## config.mk

```make
export PLATFORM = sky130hd
export DESIGN_NAME = mul_top
export DESIGN_NICKNAME = d
export VERILOG_FILES = /design/src/mul_pkg.sv /design/src/lane_if.sv /design/src/mul8.sv /design/src/vedic_mul16.sv /design/src/mul_apb_regs.sv /design/src/mul_top.sv
export VERILOG_INCLUDE_DIRS = /design/src
export SDC_FILE = /design/constraint.sdc
export NUM_CORES = 1
export LEC_CHECK = 0
export BUFFER_PORTS_ARGS = -buffer_cell sky130_fd_sc_hd__buf_4
export CAP_MARGIN = 0
export CORE_MARGIN = 5
export CORE_UTILIZATION = 45
export DETAILED_ROUTE_END_ITERATION = 10
export PLACE_DENSITY = 0.64
export SYNTH_ARGS = -nofsm -noshare
export SYNTH_HDL_FRONTEND = slang
export SYNTH_SLANG_ARGS = --single-unit
```

## constraint.sdc

```tcl
create_clock -name CLK -period 6.45 [get_ports CLK]
set_clock_uncertainty 0.1 [all_clocks]
set_input_delay 0.645 -clock CLK [delete_from_list [all_inputs] [get_ports CLK]]
set_output_delay 0.645 -clock CLK [all_outputs]
set_load 0.01 [all_outputs]
```

## src/mul_macros.svh

```systemverilog
//----------------------------------------------------------------------------
// Multiply unit register map and fixed sizes
// APB offsets, address width and the number of 8x8 lanes
//----------------------------------------------------------------------------
`ifndef MUL_MACROS_SVH
`define MUL_MACROS_SVH

`define MUL_ADDR_W 5                 // APB address width
`define MUL_LANES  4                 // Four 8x8 lanes make one 16x16 product

`define MUL_REG_CTRL        5'h00    // bit0 start, bit1 is_simd
`define MUL_REG_SIGN        5'h04    // bits 1:0 is_signed, bits 7:2 simd_signed
`define MUL_REG_OPS         5'h08
`define MUL_REG_SIMD_OPS    5'h0C    // Lane 2 pair on top, lane 3 pair below
`define MUL_REG_STATUS      5'h10    // bit0 busy, bit1 done
`define MUL_REG_RESULT      5'h14
`define MUL_REG_SIMD_RESULT 5'h18

`endif

```

## src/mul_pkg.sv

```systemverilog
//----------------------------------------------------------------------------
// Multiply unit types
// The operand word is one register read as scalar or SIMD operands
//----------------------------------------------------------------------------
`default_nettype none

package mul_pkg;

    // Scalar view: two 16-bit operands
    // SIMD view: lane 0 and lane 1 byte pairs, lane 0 in the upper half
    typedef union packed {
        struct packed {
            logic [15:0] multiplicand;
            logic [15:0] multiplier;
        } scalar;
        struct packed {
            logic [7:0] mcand0;
            logic [7:0] mplier0;
            logic [7:0] mcand1;
            logic [7:0] mplier1;
        } simd;
    } op_word_t;

endpackage

`default_nettype wire

```

## src/lane_if.sv

```systemverilog
//----------------------------------------------------------------------------
// One 8x8 multiplier lane
// Request side is driven by the issuer, result side by the lane
//----------------------------------------------------------------------------
`timescale 1ns/10ps
`default_nettype none

interface lane_if;

    logic        start;          // One-cycle pulse, operands captured here
    logic [7:0]  multiplicand;
    logic [7:0]  multiplier;
    logic [1:0]  is_signed;      // bit1 multiplicand, bit0 multiplier
    logic        finished;       // High for one cycle, two cycles after start
    logic [15:0] product;        // Held until the next job ends

    modport issuer (
        output start, multiplicand, multiplier, is_signed,
        input  finished, product
    );

    modport lane (
        input  start, multiplicand, multiplier, is_signed,
        output finished, product
    );

endinterface

`default_nettype wire

```

## src/mul8.sv

```systemverilog
//----------------------------------------------------------------------------
// 8x8 lane multiplier, signed or unsigned per operand
// Stage 1 forms four 4x4 vedic partials of the magnitudes, stage 2 sums
// them, restores the sign and raises finished for one cycle
//----------------------------------------------------------------------------
`timescale 1ns/10ps
`default_nettype none

module mul8 (
    input  logic CLK,
    input  logic rst_n,
    lane_if.lane lane
);

    logic        neg_a;
    logic        neg_b;
    logic [7:0]  mag_a;
    logic [7:0]  mag_b;
    logic [7:0]  pp_s1 [4];
    logic        neg_s1;
    logic        valid_s1;
    logic [15:0] sum_s2;

    // Vertical and crosswise on 2-bit digits
    function automatic logic [7:0] vedic4(input logic [3:0] x, input logic [3:0] y);
        logic [3:0] hh;
        logic [3:0] hl;
        logic [3:0] lh;
        logic [3:0] ll;
        hh = x[3:2] * y[3:2];
        hl = x[3:2] * y[1:0];
        lh = x[1:0] * y[3:2];
        ll = x[1:0] * y[1:0];
        vedic4 = {hh, 4'b0} + {2'b0, hl, 2'b0} + {2'b0, lh, 2'b0} + {4'b0, ll};
    endfunction

    // A signed operand with its top bit set is negative, -128 still fits 8 bits
    always_comb begin
        neg_a = lane.is_signed[1] & lane.multiplicand[7];
        neg_b = lane.is_signed[0] & lane.multiplier[7];
        mag_a = neg_a ? (~lane.multiplicand + 8'd1) : lane.multiplicand;
        mag_b = neg_b ? (~lane.multiplier + 8'd1) : lane.multiplier;
    end

    always_ff @(posedge CLK) begin
        if (!rst_n) begin
            valid_s1 <= 1'b0;
        end else begin
            valid_s1 <= lane.start;
        end
    end

    always_ff @(posedge CLK) begin
        if (lane.start) begin
            pp_s1[0] <= vedic4(mag_a[7:4], mag_b[7:4]);   // high x high
            pp_s1[1] <= vedic4(mag_a[7:4], mag_b[3:0]);
            pp_s1[2] <= vedic4(mag_a[3:0], mag_b[7:4]);
            pp_s1[3] <= vedic4(mag_a[3:0], mag_b[3:0]);   // low x low
            neg_s1   <= neg_a ^ neg_b;
        end
    end

    // Cross terms sit 4 bits up, the high partial 8 bits up
    assign sum_s2 = {pp_s1[0], 8'b0}
                  + {4'b0, pp_s1[1], 4'b0}
                  + {4'b0, pp_s1[2], 4'b0}
                  + {8'b0, pp_s1[3]};

    always_ff @(posedge CLK) begin
        if (!rst_n) begin
            lane.finished <= 1'b0;
        end else begin
            lane.finished <= valid_s1;
        end
    end

    always_ff @(posedge CLK) begin
        if (valid_s1) begin
            lane.product <= neg_s1 ? (~sum_s2 + 16'd1) : sum_s2;
        end
    end

endmodule

`default_nettype wire

```

## src/vedic_mul16.sv

```systemverilog
//----------------------------------------------------------------------------
// 16x16 vedic multiplier on four 8x8 lanes
// Scalar mode recombines the lane products into one 32-bit product, SIMD
// mode returns four independent 16-bit lane products
//----------------------------------------------------------------------------
`timescale 1ns/10ps
`default_nettype none
`include "mul_macros.svh"

module vedic_mul16 (
    input  logic              CLK,
    input  logic              rst_n,
    input  logic              start,
    input  logic              is_simd,
    input  logic [1:0]        is_signed,
    input  logic [5:0]        simd_signed,
    input  mul_pkg::op_word_t ops,
    input  logic [31:0]       simd_ops,
    output logic              finished,
    output logic [31:0]       product,
    output logic [31:0]       simd_product
);

    logic [7:0]            mcand    [`MUL_LANES];
    logic [7:0]            mplier   [`MUL_LANES];
    logic [1:0]            lane_sgn [`MUL_LANES];
    logic [15:0]           pp       [`MUL_LANES];
    logic [`MUL_LANES-1:0] lane_done;
    logic                  job_simd;
    logic [1:0]            job_signed;
    logic [31:0]           cross_hl;
    logic [31:0]           cross_lh;
    logic [31:0]           scalar_sum;

    lane_if lanes [`MUL_LANES] ();

    always_comb begin
        if (is_simd) begin
            // Each lane gets its own byte pair and sign field
            mcand[0]    = ops.simd.mcand0;
            mplier[0]   = ops.simd.mplier0;
            mcand[1]    = ops.simd.mcand1;
            mplier[1]   = ops.simd.mplier1;
            mcand[2]    = simd_ops[31:24];
            mplier[2]   = simd_ops[23:16];
            mcand[3]    = simd_ops[15:8];
            mplier[3]   = simd_ops[7:0];
            lane_sgn[0] = is_signed;
            lane_sgn[1] = simd_signed[1:0];
            lane_sgn[2] = simd_signed[3:2];
            lane_sgn[3] = simd_signed[5:4];
        end else begin
            mcand[0]    = ops.scalar.multiplicand[15:8];
            mplier[0]   = ops.scalar.multiplier[15:8];
            mcand[1]    = ops.scalar.multiplicand[15:8];
            mplier[1]   = ops.scalar.multiplier[7:0];
            mcand[2]    = ops.scalar.multiplicand[7:0];
            mplier[2]   = ops.scalar.multiplier[15:8];
            mcand[3]    = ops.scalar.multiplicand[7:0];
            mplier[3]   = ops.scalar.multiplier[7:0];
            // Only a high byte carries the sign of its 16-bit operand
            lane_sgn[0] = is_signed;
            lane_sgn[1] = {is_signed[1], 1'b0};
            lane_sgn[2] = {1'b0, is_signed[0]};
            lane_sgn[3] = 2'b00;
        end
    end

    // Mode of the running job, so later register writes cannot disturb it
    always_ff @(posedge CLK) begin
        if (!rst_n) begin
            job_simd   <= 1'b0;
            job_signed <= 2'b00;
        end else if (start) begin
            job_simd   <= is_simd;
            job_signed <= is_signed;
        end
    end

    for (genvar g = 0; g < `MUL_LANES; g++) begin : g_lane
        assign lanes[g].start        = start;
        assign lanes[g].multiplicand = mcand[g];
        assign lanes[g].multiplier   = mplier[g];
        assign lanes[g].is_signed    = lane_sgn[g];
        assign pp[g]                 = lanes[g].product;
        assign lane_done[g]          = lanes[g].finished;

        mul8 u_mul8 (
            .CLK  (CLK),
            .rst_n(rst_n),
            .lane (lanes[g])
        );
    end

    // A cross term is negative only if its lane saw a signed high byte
    assign cross_hl = {{8{job_signed[1] & pp[1][15]}}, pp[1], 8'b0};
    assign cross_lh = {{8{job_signed[0] & pp[2][15]}}, pp[2], 8'b0};
    assign scalar_sum = {pp[0], 16'b0} + cross_hl + cross_lh + {16'b0, pp[3]};

    assign product      = job_simd ? {pp[1], pp[0]} : scalar_sum;
    assign simd_product = {pp[3], pp[2]};
    assign finished     = &lane_done;     // Lanes run in lockstep

endmodule

`default_nettype wire

```

## src/mul_apb_regs.sv

```systemverilog
//----------------------------------------------------------------------------
// APB register block of the multiply unit
// Holds operands and mode, issues the start pulse and keeps the results
//----------------------------------------------------------------------------
`timescale 1ns/10ps
`default_nettype none
`include "mul_macros.svh"

module mul_apb_regs (
    input  logic                   CLK,
    input  logic                   rst_n,
    input  logic [`MUL_ADDR_W-1:0] paddr,
    input  logic                   psel,
    input  logic                   penable,
    input  logic                   pwrite,
    input  logic [31:0]            pwdata,
    output logic [31:0]            prdata,
    output logic                   pready,
    output logic                   pslverr,
    output logic                   start,
    output logic                   is_simd,
    output logic [1:0]             is_signed,
    output logic [5:0]             simd_signed,
    output mul_pkg::op_word_t      ops,
    output logic [31:0]            simd_ops,
    input  logic                   finished,
    input  logic [31:0]            product,
    input  logic [31:0]            simd_product
);

    logic        access;
    logic        mapped;
    logic        read_only;
    logic        wr_en;
    logic        start_req;
    logic        busy;
    logic        done;
    logic [31:0] result;
    logic [31:0] simd_result;

    always_comb begin
        mapped    = 1'b1;
        read_only = 1'b0;
        case (paddr)
            `MUL_REG_CTRL, `MUL_REG_SIGN, `MUL_REG_OPS, `MUL_REG_SIMD_OPS: ;
            `MUL_REG_STATUS, `MUL_REG_RESULT, `MUL_REG_SIMD_RESULT: read_only = 1'b1;
            default: mapped = 1'b0;
        endcase
    end

    assign access    = psel & penable;
    assign wr_en     = access & pwrite & mapped & ~read_only;
    assign start_req = wr_en & (paddr == `MUL_REG_CTRL) & pwdata[0] & ~busy;  // Dropped when busy
    assign pready    = 1'b1;                                  // No wait states
    assign pslverr   = access & (~mapped | (pwrite & read_only));

    always_comb begin
        prdata = '0;
        if (psel && !pwrite) begin
            case (paddr)
                `MUL_REG_CTRL:        prdata = {30'b0, is_simd, 1'b0};
                `MUL_REG_SIGN:        prdata = {24'b0, simd_signed, is_signed};
                `MUL_REG_OPS:         prdata = ops;
                `MUL_REG_SIMD_OPS:    prdata = simd_ops;
                `MUL_REG_STATUS:      prdata = {30'b0, done, busy};
                `MUL_REG_RESULT:      prdata = result;
                `MUL_REG_SIMD_RESULT: prdata = simd_result;
                default: ;
            endcase
        end
    end

    always_ff @(posedge CLK) begin
        if (!rst_n) begin
            is_simd     <= 1'b0;
            is_signed   <= 2'b00;
            simd_signed <= 6'b0;
            ops         <= '0;
            simd_ops    <= '0;
        end else if (wr_en) begin
            case (paddr)
                `MUL_REG_CTRL: is_simd <= pwdata[1];
                `MUL_REG_SIGN: begin
                    is_signed   <= pwdata[1:0];
                    simd_signed <= pwdata[7:2];
                end
                `MUL_REG_OPS:      ops      <= pwdata;
                `MUL_REG_SIMD_OPS: simd_ops <= pwdata;
                default: ;
            endcase
        end
    end

    // Job state, results stay put until the next job completes
    always_ff @(posedge CLK) begin
        if (!rst_n) begin
            start       <= 1'b0;
            busy        <= 1'b0;
            done        <= 1'b0;
            result      <= '0;
            simd_result <= '0;
        end else begin
            start <= start_req;
            if (start_req) begin
                busy <= 1'b1;
                done <= 1'b0;
            end else if (busy && finished) begin
                busy        <= 1'b0;
                done        <= 1'b1;
                result      <= product;
                simd_result <= simd_product;
            end
        end
    end

endmodule

`default_nettype wire

```

## src/mul_top.sv

```systemverilog
//----------------------------------------------------------------------------
// APB multiply unit top level
// Register block in front of the four-lane vedic multiplier
//----------------------------------------------------------------------------
`timescale 1ns/10ps
`default_nettype none
`include "mul_macros.svh"

module mul_top (
    input  logic                   CLK,
    input  logic                   rst_n,
    input  logic [`MUL_ADDR_W-1:0] paddr,
    input  logic                   psel,
    input  logic                   penable,
    input  logic                   pwrite,
    input  logic [31:0]            pwdata,
    output logic [31:0]            prdata,
    output logic                   pready,
    output logic                   pslverr
);

    logic              start;
    logic              is_simd;
    logic [1:0]        is_signed;
    logic [5:0]        simd_signed;
    mul_pkg::op_word_t ops;
    logic [31:0]       simd_ops;
    logic              finished;
    logic [31:0]       product;
    logic [31:0]       simd_product;

    mul_apb_regs u_regs (
        .CLK         (CLK),
        .rst_n       (rst_n),
        .paddr       (paddr),
        .psel        (psel),
        .penable     (penable),
        .pwrite      (pwrite),
        .pwdata      (pwdata),
        .prdata      (prdata),
        .pready      (pready),
        .pslverr     (pslverr),
        .start       (start),
        .is_simd     (is_simd),
        .is_signed   (is_signed),
        .simd_signed (simd_signed),
        .ops         (ops),
        .simd_ops    (simd_ops),
        .finished    (finished),
        .product     (product),
        .simd_product(simd_product)
    );

    vedic_mul16 u_mul (
        .CLK         (CLK),
        .rst_n       (rst_n),
        .start       (start),
        .is_simd     (is_simd),
        .is_signed   (is_signed),
        .simd_signed (simd_signed),
        .ops         (ops),
        .simd_ops    (simd_ops),
        .finished    (finished),
        .product     (product),
        .simd_product(simd_product)
    );

endmodule

`default_nettype wire

```

Word-level counts from Yosys, hierarchy flattened:

Memory sizes are Yosys's and may differ from the RTL's.
Index checks and enable logic that the tools add are counted.

* input bits: 42
* memories kept: 4
* RAM bits: 128
* logic and storage cells: 249
* register bits: 213
* output and inout bits: 34

Memories
* u_mul.g_lane[0].u_mul8.pp_s1: words 4, width 8, rd ports 4, clocked after Yosys merged registers in 0, write ports 4, line mul8.sv:19 `logic [7:0] pp_s1 [4];`
* u_mul.g_lane[1].u_mul8.pp_s1: words 4, width 8, rd ports 4, clocked after Yosys merged registers in 0, write ports 4, line mul8.sv:19
* u_mul.g_lane[2].u_mul8.pp_s1: words 4, width 8, rd ports 4, clocked after Yosys merged registers in 0, write ports 4, line mul8.sv:19
* u_mul.g_lane[3].u_mul8.pp_s1: words 4, width 8, rd ports 4, clocked after Yosys merged registers in 0, write ports 4, line mul8.sv:19

* $add $sub $neg: 75
* reduce and logical (&&, ||, !) cells: 13
* bitwise gates (word level): 41
* equal/unequal tests: 6
* muxes and demuxes: 24
* $mul: 64

Operator list (count)
* $add 8x6->8: 32
* $mul 2x2->4: 64
* $pmux 32 s7: 1
* $add 16x12->16: 8
* $add 8x4->8: 16
* $mux 32: 3
* $add 16x1->16 const B: 4
* $add 16x8->16: 4
* $add 32x32->32: 2
* $add 8x1->8 const B: 8
* $mux 16: 4
* $mux 8: 8
* $not 16->16: 4
* $not 8->8: 8
* $add 32x16->32: 1
* $mux 24: 1
* $and 1x1->1: 19
* $eq 5x5->1 const B: 3
* $eq 5x4->1 const B: 2
* $reduce_and 2->1: 5
* $reduce_or 7->1: 1
* $mux 1: 6
* $mux 6: 1
* $eq 5x3->1 const B: 1
* 9 further kinds: 17

Longest topological paths before layout:

Gate-level depths: netlist (run 1).

* word-level depth: 10
* mapped depth: 23
* mapped depth without buffers: 18

By module:

From an unflattened synthesis (run 1), not the netlist that was laid out.

* cell total of the unflattened synthesis: 2829
* area total of the unflattened synthesis: 26788.2 um2

Modules (own cells, without submodules)
* mul_apb_regs: area each 6168.4 um2, seq. area each 2802.7 um2, times used 1, cells an instance 753
* mul8 (u_mul.g_lane[2].u_mul8): area each 4521.8 um2, seq. area each 1511.4 um2, times used 1, cells an instance 430
* mul8 (u_mul.g_lane[3].u_mul8): area each 4421.7 um2, seq. area each 1511.4 um2, times used 1, cells an instance 421
* mul8 (u_mul.g_lane[0].u_mul8): area each 4396.7 um2, seq. area each 1511.4 um2, times used 1, cells an instance 417
* mul8 (u_mul.g_lane[1].u_mul8): area each 4393.0 um2, seq. area each 1511.4 um2, times used 1, cells an instance 415
* vedic_mul16: area each 2886.5 um2, seq. area each 60.1 um2, times used 1, cells an instance 393

Least setup slack after synthesis (run 1):

Ideal clock, no wire load.

* kind: register to register
* start: register u_regs.is_simd
* end: memory u_mul.g_lane[1].u_mul8.pp_s1[0][5] (data pin)
* data arrival time: 4.617 ns
* data required time: 6.100 ns
* setup slack: 1.483 ns
* buffers on the path: 5
* stages on the path, launching flop included: 20
* setup time: 0.250 ns
* period minus slack after synthesis: 4.967 ns
* path through: dfxtp_1 > buf_2 > buf_2 > buf_2 > buf_2 > buf_2 > mux2i_1 > ha_1 > o21ai_0 > o21ai_0 > xnor2_1 > nor2_1 > ha_1 > ha_1 > ha_1 > fa_1 > ha_1 > inv_1 > fa_1 > inv_1

RTL lines
* start: declaration: line mul_apb_regs.sv:21 `output logic is_simd,`
* start signal: assignment: line mul_apb_regs.sv:82 `` `MUL_REG_CTRL: is_simd <= pwdata[1]; ``
* end: declaration: line mul8.sv:19

==> impl_metrics.yaml, run 1 <==
critical_path:
  r2r_slack_ps: 1220
  startpoint: "u_regs.is_simd"
  reg2reg_to: "u_mul.g_lane[0].u_mul8.pp_s1[0][6]"
  worst_setup_path_end_kind: "flip-flop"
  crit_required_ps: 6670
  crit_arrival_ps: 5450
  crit_fanout: 47
  r2r.worst_path.cells: 15
  cp-start-kind: "flip-flop"
  crit_type: "reg -> reg"
  reg2reg_from: "u_regs.is_simd"
  crit_end: "u_mul.g_lane[0].u_mul8.pp_s1[0][6]"
route:
  drc: 0
  avgRoutedWirePerCell_microns: 21.3
  drt-pass1-iter-count: 11
  route.vias.total: 20100
  drtAntennaViolNets: 0
  drt_iter0_drc: 1966
  wirelength_mm: 75.0
  vias_per_cell: 5.72
placement:
  hpwl_mm: 59.1
  place_inst: 3440
  globalplace.congestion: 0.984
  port_buffers: 74
timing:
  maxSlewViolCount: 0
  hold_ws_ps: 242
  worst_slew_pin_slew_ps: 1080
  fin_tns_setup_ps: 0
  clock.fmax_ghz: 0.191
  finalHoldViolations: 0
  fin_crit_sh_pct: 81.1
  slew_headroom_pct: 27.5
  layout_min_cycle_time_ps: 5230
  rsz0062_at_grt: "no"
  setup_viol: 0
pwr:
  total_power_mw: 4.74
  power_leakage_nw: 11.7
  p_seq_share_pct: 48.1
  power.internal_mw: 3.70
  p_comb_share_pct: 1.8
  ir_drop_v: 0.000148
  power_frac_clock_pct: 50.1
  p_per_area_mw_per_mm2: 166
  p_sw_mw: 1.05
  switching_share_pct: 22.1
run:
  drv_cap: 0
grt:
  grt_pass1_vias: 19800
  grt_max_degree: 84
  gr-usage-all-layers_pct: 23.6
  grt_pass1_wl_mm: 116
  grt_overflow: 0
  grt_antenna_before_repair: 1
clock_tree:
  clock-sinks: 341
  cts_max_path_buffers: 3
  postCtsSetupBuffers: 0
  cts-resized-gates: 0
  ctsHoldBuffers: 0
  cts_tree: "done"
  root_buffer: "clkbuf_16"
  numCtsBuffers: 40
  path_clk_slew_ps: 60
  h-tree-depth: 2
  insertion_delay_ps: 580
finish:
  drive_gt1_share_pct: 7.58
  fin_util_pct: 50.4
  instances_no_fill: 3515
  layout.nets: 3198
  area_delta_synth_final_pct: 10.6
outcome:
  outcome: "finished, final reports clean"
yosys:
  yosysTopAreaCellShare_pct: 22.8
  yosys.cell_count.top_type: "nor2_1"
  yosysTopAreaCell: "edfxtp_1"
  seq_area_frac_synth_pct: 34.1
  synth_area_leaders: "edfxtp_1 (23%), ha_1 (13%), fa_1 (12%)"
  synth-edff-count: 196
  ys_ff_latch: 341
  async_reset_ff_share_pct: 0
  ys_warn_count: 0
  syn_area_sq_mm: 0.0258
  syn_area_per_cell_sq_um: 9.63
  synth_cell_types: 74
  yosys-top-cells-count: "nor2_1 (325), ha_1 (274), inv_1 (269)"
  syn_inst: 2676
  ys.flop_type: "edfxtp_1"
  synth_nets: 3148
die:
  die_w_microns: 249
  fp.dieH_microns: 249
  die_area_sq_mm: 0.0621
  io_pins: 76
  num_rows: 87
  coreArea_sq_mm: 0.0565
  start_util_pct: 45.6
hold_path:
  hp-class: "in -> reg"
-- per-stage QoR --
stage | setup slack (ps) | cell area (sq um)
floorplan | 1480 | 25800
global placement | 1470 | 27100
detailed placement | 1280 | 27100
CTS | 1250 | 28500
global route | 870 | 28500
finish | 1220 | 28500
-- sequential cells by signal, summed over array words and instances, names as in the netlist --
signal,flops
u_mul.job_simd,1
u_regs.simd_result,32
u_regs.busy,1
u_regs.is_signed,2
u_regs.start,1
u_mul.g_lane.u_mul8.lane.product,64
u_mul.g_lane.u_mul8.pp_s1,128
u_regs.simd_signed,6
u_mul.g_lane.u_mul8.lane.finished,1
u_mul.g_lane.u_mul8.valid_s1,1
u_regs.simd_ops,32
u_mul.job_signed,2
u_mul.g_lane.u_mul8.neg_s1,4
u_regs.result,32
u_regs.ops,32
u_regs.is_simd,1
u_regs.done,1
-- cells in the final DEF, fill, tap and decap left out, drive strengths merged, types with 70 or more instances in the layout --
cell | netlist | layout
buf | 16 | 102
a21oi | 124 | 124
a21boi | 70 | 70
xnor2 | 132 | 132
nor2 | 326 | 326
o21ai | 118 | 118
nand2 | 232 | 232
inv | 269 | 274
fa | 156 | 156
dfxtp | 145 | 145
ha | 274 | 274
edfxtp | 196 | 196
-- metal layers --
metal,GRT usage [%],wire length [microns],vias to the layer above
li1,-,-,9312
met1,34.6,33600,9854
met2,35.7,32400,848
met3,5.51,7370,100
met4,5.19,1550,2
met5,0,13,-
-- cell type report --
class                   count  area, sq um
clock buffers              50         1100
fillers                  5088        28000
multi-input cells        1969        15600
repair buffers            102          766
well taps                 756          946
inverters                 272         1020
diodes                      1         2.50
flip-flops and latches    341         8800
clock inverters            24          254
-- power groups by stage --
| stage | clock [mW] | sequential, mW | combinational, mW |
|---|---|---|---|
| 2_1_floorplan | 0 | 2.33 | 0.0407 |
| 3_3_place_gp | 0 | 2.33 | 0.0830 |
| 3_5_place_dp | 0 | 2.33 | 0.0837 |
| 4_1_cts | 2.41 | 2.28 | 0.0838 |
| 5_1_grt | 2.50 | 2.28 | 0.0911 |
| 6_report | 2.38 | 2.28 | 0.0862 |
-- worst max-delay path, cell delays in order (launching register included) --
cell and delay [ps]:
dfxtp_4 620, buf_4 470, nor2b_1 150, a21oi_2 420, o21ai_0 230, o21ai_0 350
xnor2_1 390, nor2_1 120, ha_1 250, ha_1 280, ha_1 320, fa_1 550
ha_1 170, inv_1 50, fa_1 370, xnor2_1 130
-- kinds of logic (layout without fill, tap and decap cells) --
| logic type | after synthesis | count (layout) | synth area share (%) |
|---|---|---|---|
| AOI/OAI and AO/OA | 550 | 550 | 14.2 |
| adders and majority gates | 430 | 430 | 25.4 |
| and+or+nand+nor | 776 | 776 | 13.4 |
| buffers and inverters | 366 | 448 | 5.40 |
| other | 1 | 2 | 0.0146 |
| muxes | 46 | 46 | 1.81 |
| xor gates and xnor gates | 166 | 166 | 5.64 |
| DFF | 341 | 341 | 34.1 |
-- worst min path at each step --
stage / from / end / slack [ps] / cells after the start
CTS: pwdata[10] / u_regs.simd_ops[10] / 220 / 3
global placement: u_regs.result[8] / u_regs.result[8] / 330 / 2
finish: pwdata[10] / u_regs.simd_ops[10] / 240 / 3
detailed placement: u_regs.result[8] / u_regs.result[8] / 340 / 2
floorplan: u_regs.simd_result[0] / u_regs.simd_result[0] / 320 / 2
global route: pwdata[17] / u_regs.simd_ops[17] / 230 / 3
Power figures use the tool's default switching activity.
==> run 2, diff against run 1 <==
--- a/config.mk
+++ b/config.mk
@@ -6,12 +6,13 @@
 export SDC_FILE = /design/constraint.sdc
 export NUM_CORES = 1
 export LEC_CHECK = 0
+export ABC_AREA = 1
 export BUFFER_PORTS_ARGS = -buffer_cell sky130_fd_sc_hd__buf_4
 export CAP_MARGIN = 0
 export CORE_MARGIN = 5
 export CORE_UTILIZATION = 45
 export DETAILED_ROUTE_END_ITERATION = 10
-export PLACE_DENSITY = 0.64
+export PLACE_DENSITY = 0.66
 export SYNTH_ARGS = -nofsm -noshare
 export SYNTH_HDL_FRONTEND = slang
 export SYNTH_SLANG_ARGS = --single-unit
==> constraint.sdc (replaced) <==
create_clock -name CLK -period 4.78 [get_ports CLK]
set_clock_uncertainty 0.1 [all_clocks]
set_input_delay 0.478 -clock CLK [delete_from_list [all_inputs] [get_ports CLK]]
set_output_delay 0.478 -clock CLK [all_outputs]
set_load 0.01 [all_outputs]
==> run 2 against run 1 <==
  * Flip-flop and latch count unchanged
  * Non-clock buffer count increased by 22
  * Largest power group unchanged
  * Sequential share of layout area decreased by 1.5 points
  * Sequential power increased by 35%
  * Critical path depth increased by 3
  * Hold slack got worse by 150 ps
  * Cell count increased by 18%
  * Area after synthesis increased by 4.8%
  * Global-route usage decreased by 1.2 points
  * Synthesized cell count increased by 21%
  * Maximum frequency increased by 17%
  * Critical path type unchanged
==> impl_metrics.yaml, run 2 <==
placement:
  dpl_worst_slack_ps: 176
  placed_area_sq_mm: 0.0286
  hpwl_mm: 57.6
  port_buffers: 74
  globalplace.congestion: 0.971
yosys:
  seq_area_frac_synth_pct: 32.5
  synth_area_leaders: "edfxtp_1 (22%), ha_1 (13%), fa_1 (12%)"
  synth_nets: 3718
  yosysTopAreaCellShare_pct: 21.8
  yosysTopAreaCell: "edfxtp_1"
  ys_ff_latch: 341
  syn_area_sq_mm: 0.0270
  ys.flop_type: "edfxtp_1"
  yosys-top-cells-count: "inv_1 (586), nand2_1 (544), nor2_1 (424)"
  syn_inst: 3246
  yosys.cell_count.top_type: "inv_1"
  synth_cell_types: 62
  syn_area_per_cell_sq_um: 8.32
  async_reset_ff_share_pct: 0
  synth-edff-count: 196
  ys_warn_count: 0
timing:
  fin_tns_setup_ps: 0
  worst_slew_pin_slew_ps: 1030
  rsz0062_at_grt: "no"
  setup_slack_ps: 309
  fin_crit_sh_pct: 93.5
  maxSlewViolCount: 0
  layout_min_cycle_time_ps: 4470
  clock.fmax_ghz: 0.224
  finalHoldViolations: 0
  slew_headroom_pct: 31.2
  setup_viol: 0
finish:
  final_common_cell: "inv_1"
  drive_gt1_share_pct: 8.64
  largest_reg_flops: 128
  reg_top3: "u_mul.g_lane.u_mul8.pp_s1: 128 flops, u_mul.g_lane.u_mul8.lane.product: 64 flops"
  layout.nets: 3810
  layout_common_cells: "inv_1 (586), nand2_1 (544), nor2_1 (423), ha_1 (274), edfxtp_1 (196)"
  fin_area_sq_mm: 0.0299
  area_delta_synth_final_pct: 10.9
  fin_util_pct: 50.5
  fill_cells: 5602
  top_register: "u_mul.g_lane.u_mul8.pp_s1"
critical_path:
  crit_buf_inv: 4
  worst_setup_path_end_kind: "flip-flop"
  path_cells: "inv_2 -> o21ai_1 -> clkinv_1 -> ha_1 -> nand2_1 -> nor2_1 -> nor2_1 -> xor2_1 -> inv_1 -> nor2_1 -> ha_1 -> ha_1 -> ha_1 -> fa_1 -> ha_1 -> inv_1 -> fa_1 -> xnor2_1"
  crit_required_ps: 4970
  crit_arrival_ps: 4660
  crit_fanout: 16
  crit_path_frequent_cell: "ha_1"
  crit_type: "reg -> reg"
  critPathSlowestCell: "fa_1"
  crit_family: "adder cells"
  cp-start-kind: "flip-flop"
  slowest_delay_ps: 540
clock_tree:
  cts_tree: "done"
  clock-sinks: 341
  path_clk_slew_ps: 60
  root_buffer: "clkbuf_16"
  insertion_delay_ps: 560
  postCtsSetupBuffers: 0
  cts_max_path_buffers: 3
  numCtsBuffers: 38
  h-tree-depth: 2
grt:
  grt_pass1_vias: 20800
  gr-usage-all-layers_pct: 22.4
  grt_overflow: 0
  grt_antenna_before_repair: 1
  grt_pass1_wl_mm: 115
  grt_max_degree: 72
route:
  drt_iter0_drc: 1883
  drc: 0
  vias_per_cell: 5.20
  wirelength_mm: 72.3
  drtAntennaViolNets: 0
  avgRoutedWirePerCell_microns: 17.4
  route.vias.total: 21500
  drt-pass1-iter-count: 6
die:
  die_area_sq_mm: 0.0650
  io_pins: 76
  die_w_microns: 255
  start_util_pct: 45.6
  fp.dieH_microns: 255
  coreArea_sq_mm: 0.0592
  num_rows: 89
run:
  drv_cap: 0
hold_path:
  hp-class: "in -> reg"
pwr:
  p_per_area_mw_per_mm2: 211
  ir_drop_v: 0.000193
  power_leakage_nw: 14.2
outcome:
  outcome: "finished, final reports clean"
run 2: where the power goes:
part / internal, mW / switching (mW)
registers: 3.07 / 0.000866
logic: 0.0374 / 0.0777
clock network: 1.88 / 1.25
total: 4.99 / 1.33
run 2: cell families after synthesis:
family / synth area share, %
AOI/OAI and AO/OA: 9.89
other: 0.0139
buffers and inverters: 9.73
DFF: 32.5
and+or+nand+nor: 18.8
xor gates and xnor gates: 4.72
adders and majority gates: 24.3
muxes: 0.0741
run 2: per-stage QoR:
| stage | power (mW) | hold WS, ps | cells |
|---|---|---|---|
| global route | 6.48 | 72.6 | 4141 |
| floorplan | 3.18 | 326 | 3246 |
| global placement | 3.25 | 344 | 4071 |
| finish | 6.32 | 89.2 | 4143 |
| detailed placement | 3.24 | 340 | 4071 |
| CTS | 6.37 | 52.4 | 4141 |
run 2: routing by layer:
layer | wire (microns) | track usage [%]
met1 | 32200 | 31.5
met2 | 31800 | 35.1
met3 | 5780 | 4.08
met4 | 2470 | 7.45
met5 | 0 | 0
run 2: tightest hold or removal path, delay by kind of cell:
family                 cells  cell delay, ps
and+or+nand+nor            2             120
buffers and inverters      1             100
run 2: layout make-up:
class | count | area [sq um] | area share, %
clock buffer | 56 | 1220 | 4.07
tap | 773 | 967 | 3.23
inverter | 602 | 2260 | 7.55
multi-input combinational | 2231 | 15600 | 52.1
timing repair buffer | 124 | 968 | 3.23
sequential | 341 | 8800 | 29.4
antenna | 2 | 5.00 | 0.0167
clock inverter | 14 | 125 | 0.418
run 2: repair_timing:
action	CTS	global route
hold endpoints to repair	0	0
setup endpoints to repair	0	9
hold buffers	0	0
resized for setup	0	3
run 2: worst paths after layout:
check                                       start                                  to  slack, ps  cells past startpoint
worst max-delay path               u_regs.is_simd  u_mul.g_lane[0].u_mul8.pp_s1[0][6]        310                     18
worst min-delay path                   pwdata[17]                      u_regs.ops[17]         90                      3
worst max register to register     u_regs.is_simd  u_mul.g_lane[0].u_mul8.pp_s1[0][6]        310                     18
worst min register to register  u_regs.result[29]                   u_regs.result[29]        360                      2
